<file path="config.mk">
export PLATFORM = sky130hd
export DESIGN_NAME = rv_core
export DESIGN_NICKNAME = d
export VERILOG_FILES = /design/src/design/rv_pkg.sv /design/src/design/stage_if.sv /design/src/design/decode_stage.sv /design/src/design/execute_stage.sv /design/src/design/fetch_stage.sv /design/src/design/mem_wb_stage.sv /design/src/design/rv_core.sv
export SDC_FILE = /design/constraint.sdc
export NUM_CORES = 2
export LEC_CHECK = 0
export BUFFER_PORTS_ARGS = -buffer_cell sky130_fd_sc_hd__buf_2
export CELL_PAD_IN_SITES_DETAIL_PLACEMENT = 1
export CELL_PAD_IN_SITES_GLOBAL_PLACEMENT = 2
export CORE_MARGIN = 4
export CORE_UTILIZATION = 45
export CTS_CLUSTER_SIZE = 20
export DETAILED_ROUTE_END_ITERATION = 16
export PLACE_DENSITY_LB_ADDON = 0.25
export SETUP_SLACK_MARGIN = 0.05
export SYNTH_ARGS = -nofsm -noshare
export SYNTH_HDL_FRONTEND = slang
export SYNTH_HIERARCHICAL = 1
export SYNTH_SLANG_ARGS = --single-unit
</file>
<file path="constraint.sdc">
create_clock -name clk -period 7.6 [get_ports clk]
set_input_delay 1.52 -clock clk [delete_from_list [all_inputs] [get_ports clk]]
set_output_delay 1.52 -clock clk [all_outputs]
set_load 0.05 [all_outputs]
</file>
<file path="src/design/rv_pkg.sv">
// Widths, types and encodings of the RV32I core that every RTL module imports
package rv_pkg;

    //////////////////////////////////////////////////////////////////////
    // Widths and basic types
    //////////////////////////////////////////////////////////////////////

    localparam int XLEN = 32;

    // Data, address and instruction word
    typedef logic [XLEN-1:0] word_t;

    // Register index from x0 to x31
    typedef logic [4:0] reg_addr_t;

    // ALU functions left in the reduced instruction set
    typedef enum logic [2:0] {
        ALU_ADD,
        ALU_SUB,
        ALU_AND,
        ALU_OR,
        ALU_XOR,
        ALU_SLT
    } alu_op_e;

    //////////////////////////////////////////////////////////////////////
    // Major opcodes
    //////////////////////////////////////////////////////////////////////

    localparam logic [6:0] OPC_OP     = 7'b0110011;
    localparam logic [6:0] OPC_OP_IMM = 7'b0010011;
    localparam logic [6:0] OPC_LOAD   = 7'b0000011;
    localparam logic [6:0] OPC_STORE  = 7'b0100011;
    localparam logic [6:0] OPC_BRANCH = 7'b1100011;

    // ADDI x0, x0, 0 fills every flushed slot
    localparam word_t NOP_INSTR = 32'h0000_0013;

endpackage

</file>
<file path="src/design/stage_if.sv">
// Interfaces that carry the registered ID/EX and EX/MEM bundles between the pipeline stages

// Registered ID/EX values that decode drives and execute consumes
interface id_ex_if import rv_pkg::*; ();

    word_t     pc;
    word_t     rs1_data;
    word_t     rs2_data;
    reg_addr_t rs1_addr;
    reg_addr_t rs2_addr;
    reg_addr_t rd_addr;
    word_t     imm;
    alu_op_e   alu_op;
    logic      use_imm;
    logic      is_branch;
    logic      branch_ne;
    logic      mem_read;
    logic      mem_write;
    logic      reg_write;

    modport src (
        output pc, rs1_data, rs2_data, rs1_addr, rs2_addr, rd_addr, imm,
        output alu_op, use_imm, is_branch, branch_ne, mem_read, mem_write, reg_write
    );

    modport dst (
        input pc, rs1_data, rs2_data, rs1_addr, rs2_addr, rd_addr, imm,
        input alu_op, use_imm, is_branch, branch_ne, mem_read, mem_write, reg_write
    );

endinterface

// Registered EX/MEM values that execute drives and memory/writeback consumes
interface ex_mem_if import rv_pkg::*; ();

    word_t     alu_result;
    word_t     store_data;
    reg_addr_t rd_addr;
    logic      mem_read;
    logic      mem_write;
    logic      reg_write;

    modport src (output alu_result, store_data, rd_addr, mem_read, mem_write, reg_write);
    modport dst (input alu_result, store_data, rd_addr, mem_read, mem_write, reg_write);

endinterface

</file>
<file path="src/design/decode_stage.sv">
// Decode stage that fills the ID/EX register from IF/ID and holds the register file
module decode_stage import rv_pkg::*; (
    input  logic      clk,
    input  logic      rst,
    input  word_t     if_pc_i,
    input  word_t     if_instr_i,
    input  logic      wb_we_i,
    input  reg_addr_t wb_rd_i,
    input  word_t     wb_data_i,
    input  logic      branch_taken_i,
    output logic      load_stall_o,
    id_ex_if.src      id_ex
);

    logic [6:0] opcode;
    logic [2:0] funct3;
    logic [6:0] funct7;
    reg_addr_t  rs1;
    reg_addr_t  rs2;
    reg_addr_t  rd;
    word_t      imm_i;
    word_t      imm_s;
    word_t      imm_b;
    word_t      regs [32];
    word_t      rs1_data;
    word_t      rs2_data;

    // Decoded controls before the ID/EX register
    word_t      imm_d;
    alu_op_e    alu_op_d;
    logic       use_imm_d;
    logic       is_branch_d;
    logic       branch_ne_d;
    logic       mem_read_d;
    logic       mem_write_d;
    logic       reg_write_d;

    assign opcode = if_instr_i[6:0];
    assign rd     = if_instr_i[11:7];
    assign funct3 = if_instr_i[14:12];
    assign rs1    = if_instr_i[19:15];
    assign rs2    = if_instr_i[24:20];
    assign funct7 = if_instr_i[31:25];

    assign imm_i = {{20{if_instr_i[31]}}, if_instr_i[31:20]};
    assign imm_s = {{20{if_instr_i[31]}}, if_instr_i[31:25], if_instr_i[11:7]};
    assign imm_b = {{19{if_instr_i[31]}}, if_instr_i[31], if_instr_i[7],
                    if_instr_i[30:25], if_instr_i[11:8], 1'b0};

    //////////////////////////////////////////////////////////////////////
    // Instruction decode
    //////////////////////////////////////////////////////////////////////

    // Anything not recognised leaves every control bit low
    always_comb begin
        imm_d       = imm_i;
        alu_op_d    = ALU_ADD;
        use_imm_d   = 1'b0;
        is_branch_d = 1'b0;
        branch_ne_d = 1'b0;
        mem_read_d  = 1'b0;
        mem_write_d = 1'b0;
        reg_write_d = 1'b0;
        case (opcode)
            OPC_OP: begin
                reg_write_d = 1'b1;
                case ({funct7, funct3})
                    {7'h00, 3'b000}: alu_op_d = ALU_ADD;
                    {7'h20, 3'b000}: alu_op_d = ALU_SUB;
                    {7'h00, 3'b111}: alu_op_d = ALU_AND;
                    {7'h00, 3'b110}: alu_op_d = ALU_OR;
                    {7'h00, 3'b100}: alu_op_d = ALU_XOR;
                    {7'h00, 3'b010}: alu_op_d = ALU_SLT;
                    default:         reg_write_d = 1'b0;
                endcase
            end
            OPC_OP_IMM: begin
                // ADDI only
                use_imm_d   = 1'b1;
                reg_write_d = (funct3 == 3'b000);
            end
            OPC_LOAD: begin
                use_imm_d   = 1'b1;
                mem_read_d  = (funct3 == 3'b010);
                reg_write_d = (funct3 == 3'b010);
            end
            OPC_STORE: begin
                imm_d       = imm_s;
                use_imm_d   = 1'b1;
                mem_write_d = (funct3 == 3'b010);
            end
            OPC_BRANCH: begin
                imm_d       = imm_b;
                is_branch_d = (funct3 == 3'b000) || (funct3 == 3'b001);
                branch_ne_d = funct3[0];
            end
            default: ;
        endcase
    end

    //////////////////////////////////////////////////////////////////////
    // Register file
    //////////////////////////////////////////////////////////////////////

    always_ff @(posedge clk) begin
        if (wb_we_i && wb_rd_i != '0) begin
            regs[wb_rd_i] <= wb_data_i;
        end
    end

    // Write-through so a same-cycle writeback is seen here
    assign rs1_data = (rs1 == '0) ? '0 :
                      (wb_we_i && wb_rd_i == rs1) ? wb_data_i : regs[rs1];
    assign rs2_data = (rs2 == '0) ? '0 :
                      (wb_we_i && wb_rd_i == rs2) ? wb_data_i : regs[rs2];

    // Load in EX whose result the instruction in ID needs
    assign load_stall_o = id_ex.mem_read && (id_ex.rd_addr != '0) &&
                          ((id_ex.rd_addr == rs1) || (id_ex.rd_addr == rs2));

    //////////////////////////////////////////////////////////////////////
    // ID/EX register
    //////////////////////////////////////////////////////////////////////

    always_ff @(posedge clk or posedge rst) begin
        if (rst) begin
            id_ex.is_branch <= 1'b0;
            id_ex.mem_read  <= 1'b0;
            id_ex.mem_write <= 1'b0;
            id_ex.reg_write <= 1'b0;
        end else if (load_stall_o || branch_taken_i) begin
            // Bubble for a load-use hold or a taken branch
            id_ex.is_branch <= 1'b0;
            id_ex.mem_read  <= 1'b0;
            id_ex.mem_write <= 1'b0;
            id_ex.reg_write <= 1'b0;
        end else begin
            id_ex.is_branch <= is_branch_d;
            id_ex.mem_read  <= mem_read_d;
            id_ex.mem_write <= mem_write_d;
            id_ex.reg_write <= reg_write_d;
        end
    end

    always_ff @(posedge clk) begin
        id_ex.pc        <= if_pc_i;
        id_ex.rs1_data  <= rs1_data;
        id_ex.rs2_data  <= rs2_data;
        id_ex.rs1_addr  <= rs1;
        id_ex.rs2_addr  <= rs2;
        id_ex.rd_addr   <= rd;
        id_ex.imm       <= imm_d;
        id_ex.alu_op    <= alu_op_d;
        id_ex.use_imm   <= use_imm_d;
        id_ex.branch_ne <= branch_ne_d;
    end

endmodule

</file>
<file path="src/design/execute_stage.sv">
// Execute stage that forwards operands, runs the ALU and resolves branches into EX/MEM
module execute_stage import rv_pkg::*; (
    input  logic      clk,
    input  logic      rst,
    id_ex_if.dst      id_ex,
    input  logic      wb_we_i,
    input  reg_addr_t wb_rd_i,
    input  word_t     wb_data_i,
    output logic      branch_taken_o,
    output word_t     branch_target_o,
    ex_mem_if.src     ex_mem
);

    word_t op_a;
    word_t rs2_fwd;
    word_t op_b;
    word_t alu_result;
    logic  operands_eq;

    //////////////////////////////////////////////////////////////////////
    // Forwarding
    //////////////////////////////////////////////////////////////////////

    // EX/MEM is newer than MEM/WB and is checked last so it wins
    function automatic word_t forward(input reg_addr_t addr, input word_t reg_val);
        word_t val;
        val = reg_val;
        if (wb_we_i && wb_rd_i != '0 && wb_rd_i == addr) begin
            val = wb_data_i;
        end
        if (ex_mem.reg_write && ex_mem.rd_addr != '0 && ex_mem.rd_addr == addr) begin
            val = ex_mem.alu_result;
        end
        return val;
    endfunction

    always_comb begin
        op_a    = forward(id_ex.rs1_addr, id_ex.rs1_data);
        rs2_fwd = forward(id_ex.rs2_addr, id_ex.rs2_data);
    end

    assign op_b = id_ex.use_imm ? id_ex.imm : rs2_fwd;

    //////////////////////////////////////////////////////////////////////
    // ALU
    //////////////////////////////////////////////////////////////////////

    always_comb begin
        case (id_ex.alu_op)
            ALU_ADD: alu_result = op_a + op_b;
            ALU_SUB: alu_result = op_a - op_b;
            ALU_AND: alu_result = op_a & op_b;
            ALU_OR:  alu_result = op_a | op_b;
            ALU_XOR: alu_result = op_a ^ op_b;
            ALU_SLT: alu_result = {{(XLEN-1){1'b0}}, $signed(op_a) < $signed(op_b)};
            default: alu_result = op_a + op_b;
        endcase
    end

    // Branch compare uses the forwarded register values and not the immediate
    assign operands_eq     = (op_a == rs2_fwd);
    assign branch_taken_o  = id_ex.is_branch && (id_ex.branch_ne ? !operands_eq : operands_eq);
    assign branch_target_o = id_ex.pc + id_ex.imm;

    //////////////////////////////////////////////////////////////////////
    // EX/MEM register
    //////////////////////////////////////////////////////////////////////

    always_ff @(posedge clk or posedge rst) begin
        if (rst) begin
            ex_mem.mem_read  <= 1'b0;
            ex_mem.mem_write <= 1'b0;
            ex_mem.reg_write <= 1'b0;
        end else begin
            ex_mem.mem_read  <= id_ex.mem_read;
            ex_mem.mem_write <= id_ex.mem_write;
            ex_mem.reg_write <= id_ex.reg_write;
        end
    end

    always_ff @(posedge clk) begin
        ex_mem.alu_result <= alu_result;
        ex_mem.store_data <= rs2_fwd;
        ex_mem.rd_addr    <= id_ex.rd_addr;
    end

endmodule

</file>
<file path="src/design/fetch_stage.sv">
// Fetch stage that holds the PC and the IF/ID register, instantiated by the core top level
module fetch_stage import rv_pkg::*; #(
    parameter word_t RESET_PC = '0
) (
    input  logic  clk,
    input  logic  rst,
    input  logic  load_stall_i,
    input  logic  branch_taken_i,
    input  word_t branch_target_i,
    output word_t imem_addr_o,
    input  word_t imem_rdata_i,
    output word_t if_pc_o,
    output word_t if_instr_o
);

    word_t pc_q;

    // Instruction memory answers combinationally on the current PC
    assign imem_addr_o = pc_q;

    //////////////////////////////////////////////////////////////////////
    // Program counter
    //////////////////////////////////////////////////////////////////////

    // Redirect has priority over the load-use hold
    always_ff @(posedge clk or posedge rst) begin
        if (rst) begin
            pc_q <= RESET_PC;
        end else if (branch_taken_i) begin
            pc_q <= branch_target_i;
        end else if (!load_stall_i) begin
            pc_q <= pc_q + word_t'(4);
        end
    end

    //////////////////////////////////////////////////////////////////////
    // IF/ID register
    //////////////////////////////////////////////////////////////////////

    always_ff @(posedge clk or posedge rst) begin
        if (rst) begin
            if_instr_o <= NOP_INSTR;
        end else if (branch_taken_i) begin
            if_instr_o <= NOP_INSTR;
        end else if (!load_stall_i) begin
            if_instr_o <= imem_rdata_i;
        end
    end

    // PC that travels with the instruction in IF/ID
    always_ff @(posedge clk) begin
        if (!load_stall_i) begin
            if_pc_o <= pc_q;
        end
    end

endmodule

</file>
<file path="src/design/mem_wb_stage.sv">
// Memory and writeback stage that drives the data memory port and returns results to decode
module mem_wb_stage import rv_pkg::*; (
    input  logic      clk,
    input  logic      rst,
    ex_mem_if.dst     ex_mem,
    output word_t     dmem_addr_o,
    output word_t     dmem_wdata_o,
    output logic      dmem_we_o,
    output logic      dmem_re_o,
    input  word_t     dmem_rdata_i,
    output logic      wb_we_o,
    output reg_addr_t wb_rd_o,
    output word_t     wb_data_o
);

    word_t result_d;

    //////////////////////////////////////////////////////////////////////
    // Data memory port
    //////////////////////////////////////////////////////////////////////

    // A word store lands in memory on the next rising edge
    assign dmem_addr_o  = ex_mem.alu_result;
    assign dmem_wdata_o = ex_mem.store_data;
    assign dmem_we_o    = ex_mem.mem_write;
    assign dmem_re_o    = ex_mem.mem_read;

    // Load data or ALU result is picked before the register
    assign result_d = ex_mem.mem_read ? dmem_rdata_i : ex_mem.alu_result;

    //////////////////////////////////////////////////////////////////////
    // MEM/WB register
    //////////////////////////////////////////////////////////////////////

    always_ff @(posedge clk or posedge rst) begin
        if (rst) begin
            wb_we_o <= 1'b0;
        end else begin
            wb_we_o <= ex_mem.reg_write;
        end
    end

    always_ff @(posedge clk) begin
        wb_rd_o   <= ex_mem.rd_addr;
        wb_data_o <= result_d;
    end

endmodule

</file>
<file path="src/design/rv_core.sv">
// Top level of the five-stage RV32I core with both memories attached outside on plain ports
module rv_core import rv_pkg::*; #(
    parameter word_t RESET_PC = '0
) (
    input  logic  clk,
    input  logic  rst,
    output word_t imem_addr_o,
    input  word_t imem_rdata_i,
    output word_t dmem_addr_o,
    output word_t dmem_wdata_o,
    output logic  dmem_we_o,
    output logic  dmem_re_o,
    input  word_t dmem_rdata_i
);

    word_t     if_pc;
    word_t     if_instr;
    logic      load_stall;
    logic      branch_taken;
    word_t     branch_target;

    // Writeback from MEM/WB
    logic      wb_we;
    reg_addr_t wb_rd;
    word_t     wb_data;

    id_ex_if  id_ex_bus ();
    ex_mem_if ex_mem_bus ();

    fetch_stage #(
        .RESET_PC (RESET_PC)
    ) fetch_stage_inst (
        .clk             (clk),
        .rst             (rst),
        .load_stall_i    (load_stall),
        .branch_taken_i  (branch_taken),
        .branch_target_i (branch_target),
        .imem_addr_o     (imem_addr_o),
        .imem_rdata_i    (imem_rdata_i),
        .if_pc_o         (if_pc),
        .if_instr_o      (if_instr)
    );

    decode_stage decode_stage_inst (
        .clk            (clk),
        .rst            (rst),
        .if_pc_i        (if_pc),
        .if_instr_i     (if_instr),
        .wb_we_i        (wb_we),
        .wb_rd_i        (wb_rd),
        .wb_data_i      (wb_data),
        .branch_taken_i (branch_taken),
        .load_stall_o   (load_stall),
        .id_ex          (id_ex_bus.src)
    );

    execute_stage execute_stage_inst (
        .clk             (clk),
        .rst             (rst),
        .id_ex           (id_ex_bus.dst),
        .wb_we_i         (wb_we),
        .wb_rd_i         (wb_rd),
        .wb_data_i       (wb_data),
        .branch_taken_o  (branch_taken),
        .branch_target_o (branch_target),
        .ex_mem          (ex_mem_bus.src)
    );

    mem_wb_stage mem_wb_stage_inst (
        .clk          (clk),
        .rst          (rst),
        .ex_mem       (ex_mem_bus.dst),
        .dmem_addr_o  (dmem_addr_o),
        .dmem_wdata_o (dmem_wdata_o),
        .dmem_we_o    (dmem_we_o),
        .dmem_re_o    (dmem_re_o),
        .dmem_rdata_i (dmem_rdata_i),
        .wb_we_o      (wb_we),
        .wb_rd_o      (wb_rd),
        .wb_data_o    (wb_data)
    );

endmodule

</file>
==> impl_metrics.toml <==
[synth]
ys_warn_count = 6
synth_edf_count = 1056
synth_top_family_by_area = "multiplexers"
synth_area_um2 = 68100
synthArstFlopShare_pct = 5.28
ys_seq_area_share_pct = 56.1
synth.largest_area_cell = "edfxtp_1"
synth_top_flop_cell = "edfxtp_1"
synthCells = 5120
yosysUniqueCellTypes = 96
synth_xor_area_share_pct = 1.61
synthMuxAreaShare_pct = 17.5
synth_common_cells = "edfxtp_1 (1056), mux2i_1 (538), nor2_1 (286)"
synth-simple-area-share_pct = 6.48
synth.top_cell.area_share_pct = 46.6
yosysMostFrequentCell = "edfxtp_1"
avgSynthCellArea_um2 = 13.3
ys_ff_latch = 1363
synthAdderAreaFrac_pct = 2.44
synth_compound_area_share_pct = 11.2
synthTopCellsByArea = "edfxtp_1 (47%), mux4_2 (8.7%), mux2i_1 (7.9%)"

[routing]
drt-wirelength-per-cell_um = 35.7
drt_iter0_markers = 5691
finalWirelength_um = 261000
viasPerCell = 6.65
route.detailed.drc = 0
vias = 48744
postRouteAntennaNets = 0
first_pass_iters = 6

[clock_network]
cts-buffers-inserted = 152
path_clk_slew_ps = 60
htreeDepth = 4
clk_path_buf_depth = 3
cts_sinks = 1363
cts.repair.resized = 0
clockRootBuffer = "clkbuf_16"
cts_setup_buffers = 0
cts_tree = "built"
cts_hold_buf = 0
worstSkewPairLatency_ps = 810

[cells_and_area]
post-route-util_pct = 50.3
nFillCells = 14898
final_layout_size_suffix_gt1_share_pct = 18.9
top_register = "decode_stage_inst/regs"
largest_reg_flops = 1024
layout.nets = 5382
syn2layout_area_growth_pct = 10.9

[placed_design]
hpwl_um = 162000
gp_congestion = 0.909
place_ws_ps = 1320
portBuffers = 163

[sta]
relSlewSlack_pct = 6.11
finalWorstPathRequiredPeriod_ps = 6500
slew_violations = 0
finClkSkew_ps = 31.8
whs_ps = 338
max_freq_ghz = 0.154
setup_viol = 0
setup_slack_ps = 1100
fin_tns_setup_ps = 0
tightest_slew_ps = 1410
hold_viol = 0
period_share_pct = 85.5
rsz0062_at_grt = "no"

[worst_setup_path]
critPathLaunchType = "flop"
path_max_fanout = 21
cp-end-kind = "flop"
critPathKind = "reg -> reg"
cp.arrival_ps = 7180
critPathRequiredTime_ps = 8290

[global_routing]
grt_usage_pct = 32.5
grt_pass1_wl_um = 367000
grt_max_degree = 73
grt_pass1_vias = 49285
overflow = 0
antenna_found_initial = 5

[power_and_ir_drop]
power.leakage_nw = 27.4
p_total_mw = 20.7
ir_worst_vdd_uv = 251
p_per_area_nw_per_um2 = 274

[floorplan]
dieHeight_um = 397
io_pins = 164
core_um2 = 150000
fp.dieW_um = 397
core.rowCount = 142
initial_utilization_pct = 45.4
die_area_um2 = 158000

[worst_hold_path]
holdCritPathClass = "reg -> reg"

[flow_run]
max_cap_violations = 0

[outcome]
status = "finished, final reports clean"
## worst max-delay path, cell delays in order (launching register included)
cell and delay (ps):
dfxtp_1 480, or4_1 580, o21ai_1 300, or3_1 760, buf_4 320, nand2_1 70, a21oi_1 400, ha_1 390
nor2_1 120, a211oi_1 280, a21oi_1 170, a2111oi_0 870, o41a_1 470, o21bai_1 140, a21o_1 240, a2111oi_0 420
nor2_1 80, o311a_1 290
## report_power, final
group | switching, mW | total, mW | internal [mW]
Sequential | 0.549 | 9.60 | 9.05
Combinational | 2.69 | 3.80 | 1.11
Clock | 3.14 | 7.28 | 4.15
Total | 6.37 | 20.7 | 14.3
## layer usage
metal / vias to the layer above / track usage, % / part of all wire (%)
li1: 19933 / - / -
met1: 25291 / 44.2 / 40
met2: 2857 / 49.4 / 45
met3: 661 / 6.96 / 9.5
met4: 2 / 16.4 / 5.8
met5: - / 0 / 0.0061
## cell usage in the layout (no fill, tap or decap), types with 38 or more instances in the layout
cell type / Yosys / layout
edfxtp_1: 1056 / 1056
mux2i_1: 538 / 537
nand2_1: 264 / 264
mux4_2: 263 / 263
nor2_1: 286 / 253
a21oi_1: 249 / 249
dfxtp_1: 235 / 229
o21ai_0: 187 / 186
inv_1: 165 / 164
buf_2: 96 / 163
buf_4: 132 / 157
clkbuf_16: 0 / 156
o22ai_1: 156 / 156
ha_1: 128 / 128
xnor2_1: 100 / 100
nand3_1: 88 / 86
o31ai_1: 60 / 60
dfrtp_1: 69 / 57
a221oi_1: 56 / 56
or4_1: 55 / 55
o21bai_1: 40 / 40
a31o_2: 39 / 39
a22oi_1: 39 / 39
nor3_1: 42 / 38
## per-stage QoR
step | area (µm²) | cells
floorplan | 68200 | 5151
global placement | 70700 | 7047
detailed placement | 70700 | 7047
CTS | 75500 | 7323
global route | 75500 | 7323
finish | 75500 | 7326
## cells by family (layout without fill, tap and decap cells)
group                      after synthesis  in the layout
muxes                                  846            846
and+or+nand+nor                        927            927
AOI/OAI and AO/OA                     1119           1119
xor gates and xnor gates               125            125
adders and majority gates              131            131
buffers and inverters                  608            764
DFF                                   1363           1363
other                                    1             35
## final timing paths
kind                                                   startpoint                                                to  slack [ps]  depth (start not counted)
hold reg to reg            fetch_stage_inst/if_pc_o[10]$_DFFE_PN_            decode_stage_inst/id_ex.pc[10]$_DFF_P_         340                          0
setup reg to reg             mem_wb_stage_inst/wb_rd_o[1]$_DFF_P_  execute_stage_inst/ex_mem.alu_result[25]$_DFF_P_        1100                         17
hold / removal             fetch_stage_inst/if_pc_o[10]$_DFFE_PN_            decode_stage_inst/id_ex.pc[10]$_DFF_P_         340                          0
setup / recovery             mem_wb_stage_inst/wb_rd_o[1]$_DFF_P_  execute_stage_inst/ex_mem.alu_result[25]$_DFF_P_        1100                         17
min in group asynchronous                                     rst               mem_wb_stage_inst/wb_we_o$_DFF_PP0_         630                          2
max in group asynchronous                                     rst       fetch_stage_inst/if_instr_o[17]$_DFFE_PP0N_        5820                          3
## layout make-up
cell class / instances / area [µm²] / area share (%)
clock buffer: 196 / 4120 / 5.46
multi-input combinational: 3180 / 27200 / 36.1
tap: 2016 / 2520 / 3.34
clock inverter: 80 / 719 / 0.953
inverter: 166 / 623 / 0.825
antenna: 3 / 7.51 / 0.00994
timing repair buffer: 322 / 2030 / 2.69
sequential: 1363 / 38300 / 50.7
Note: power is estimated with default switching activity, not from simulation.
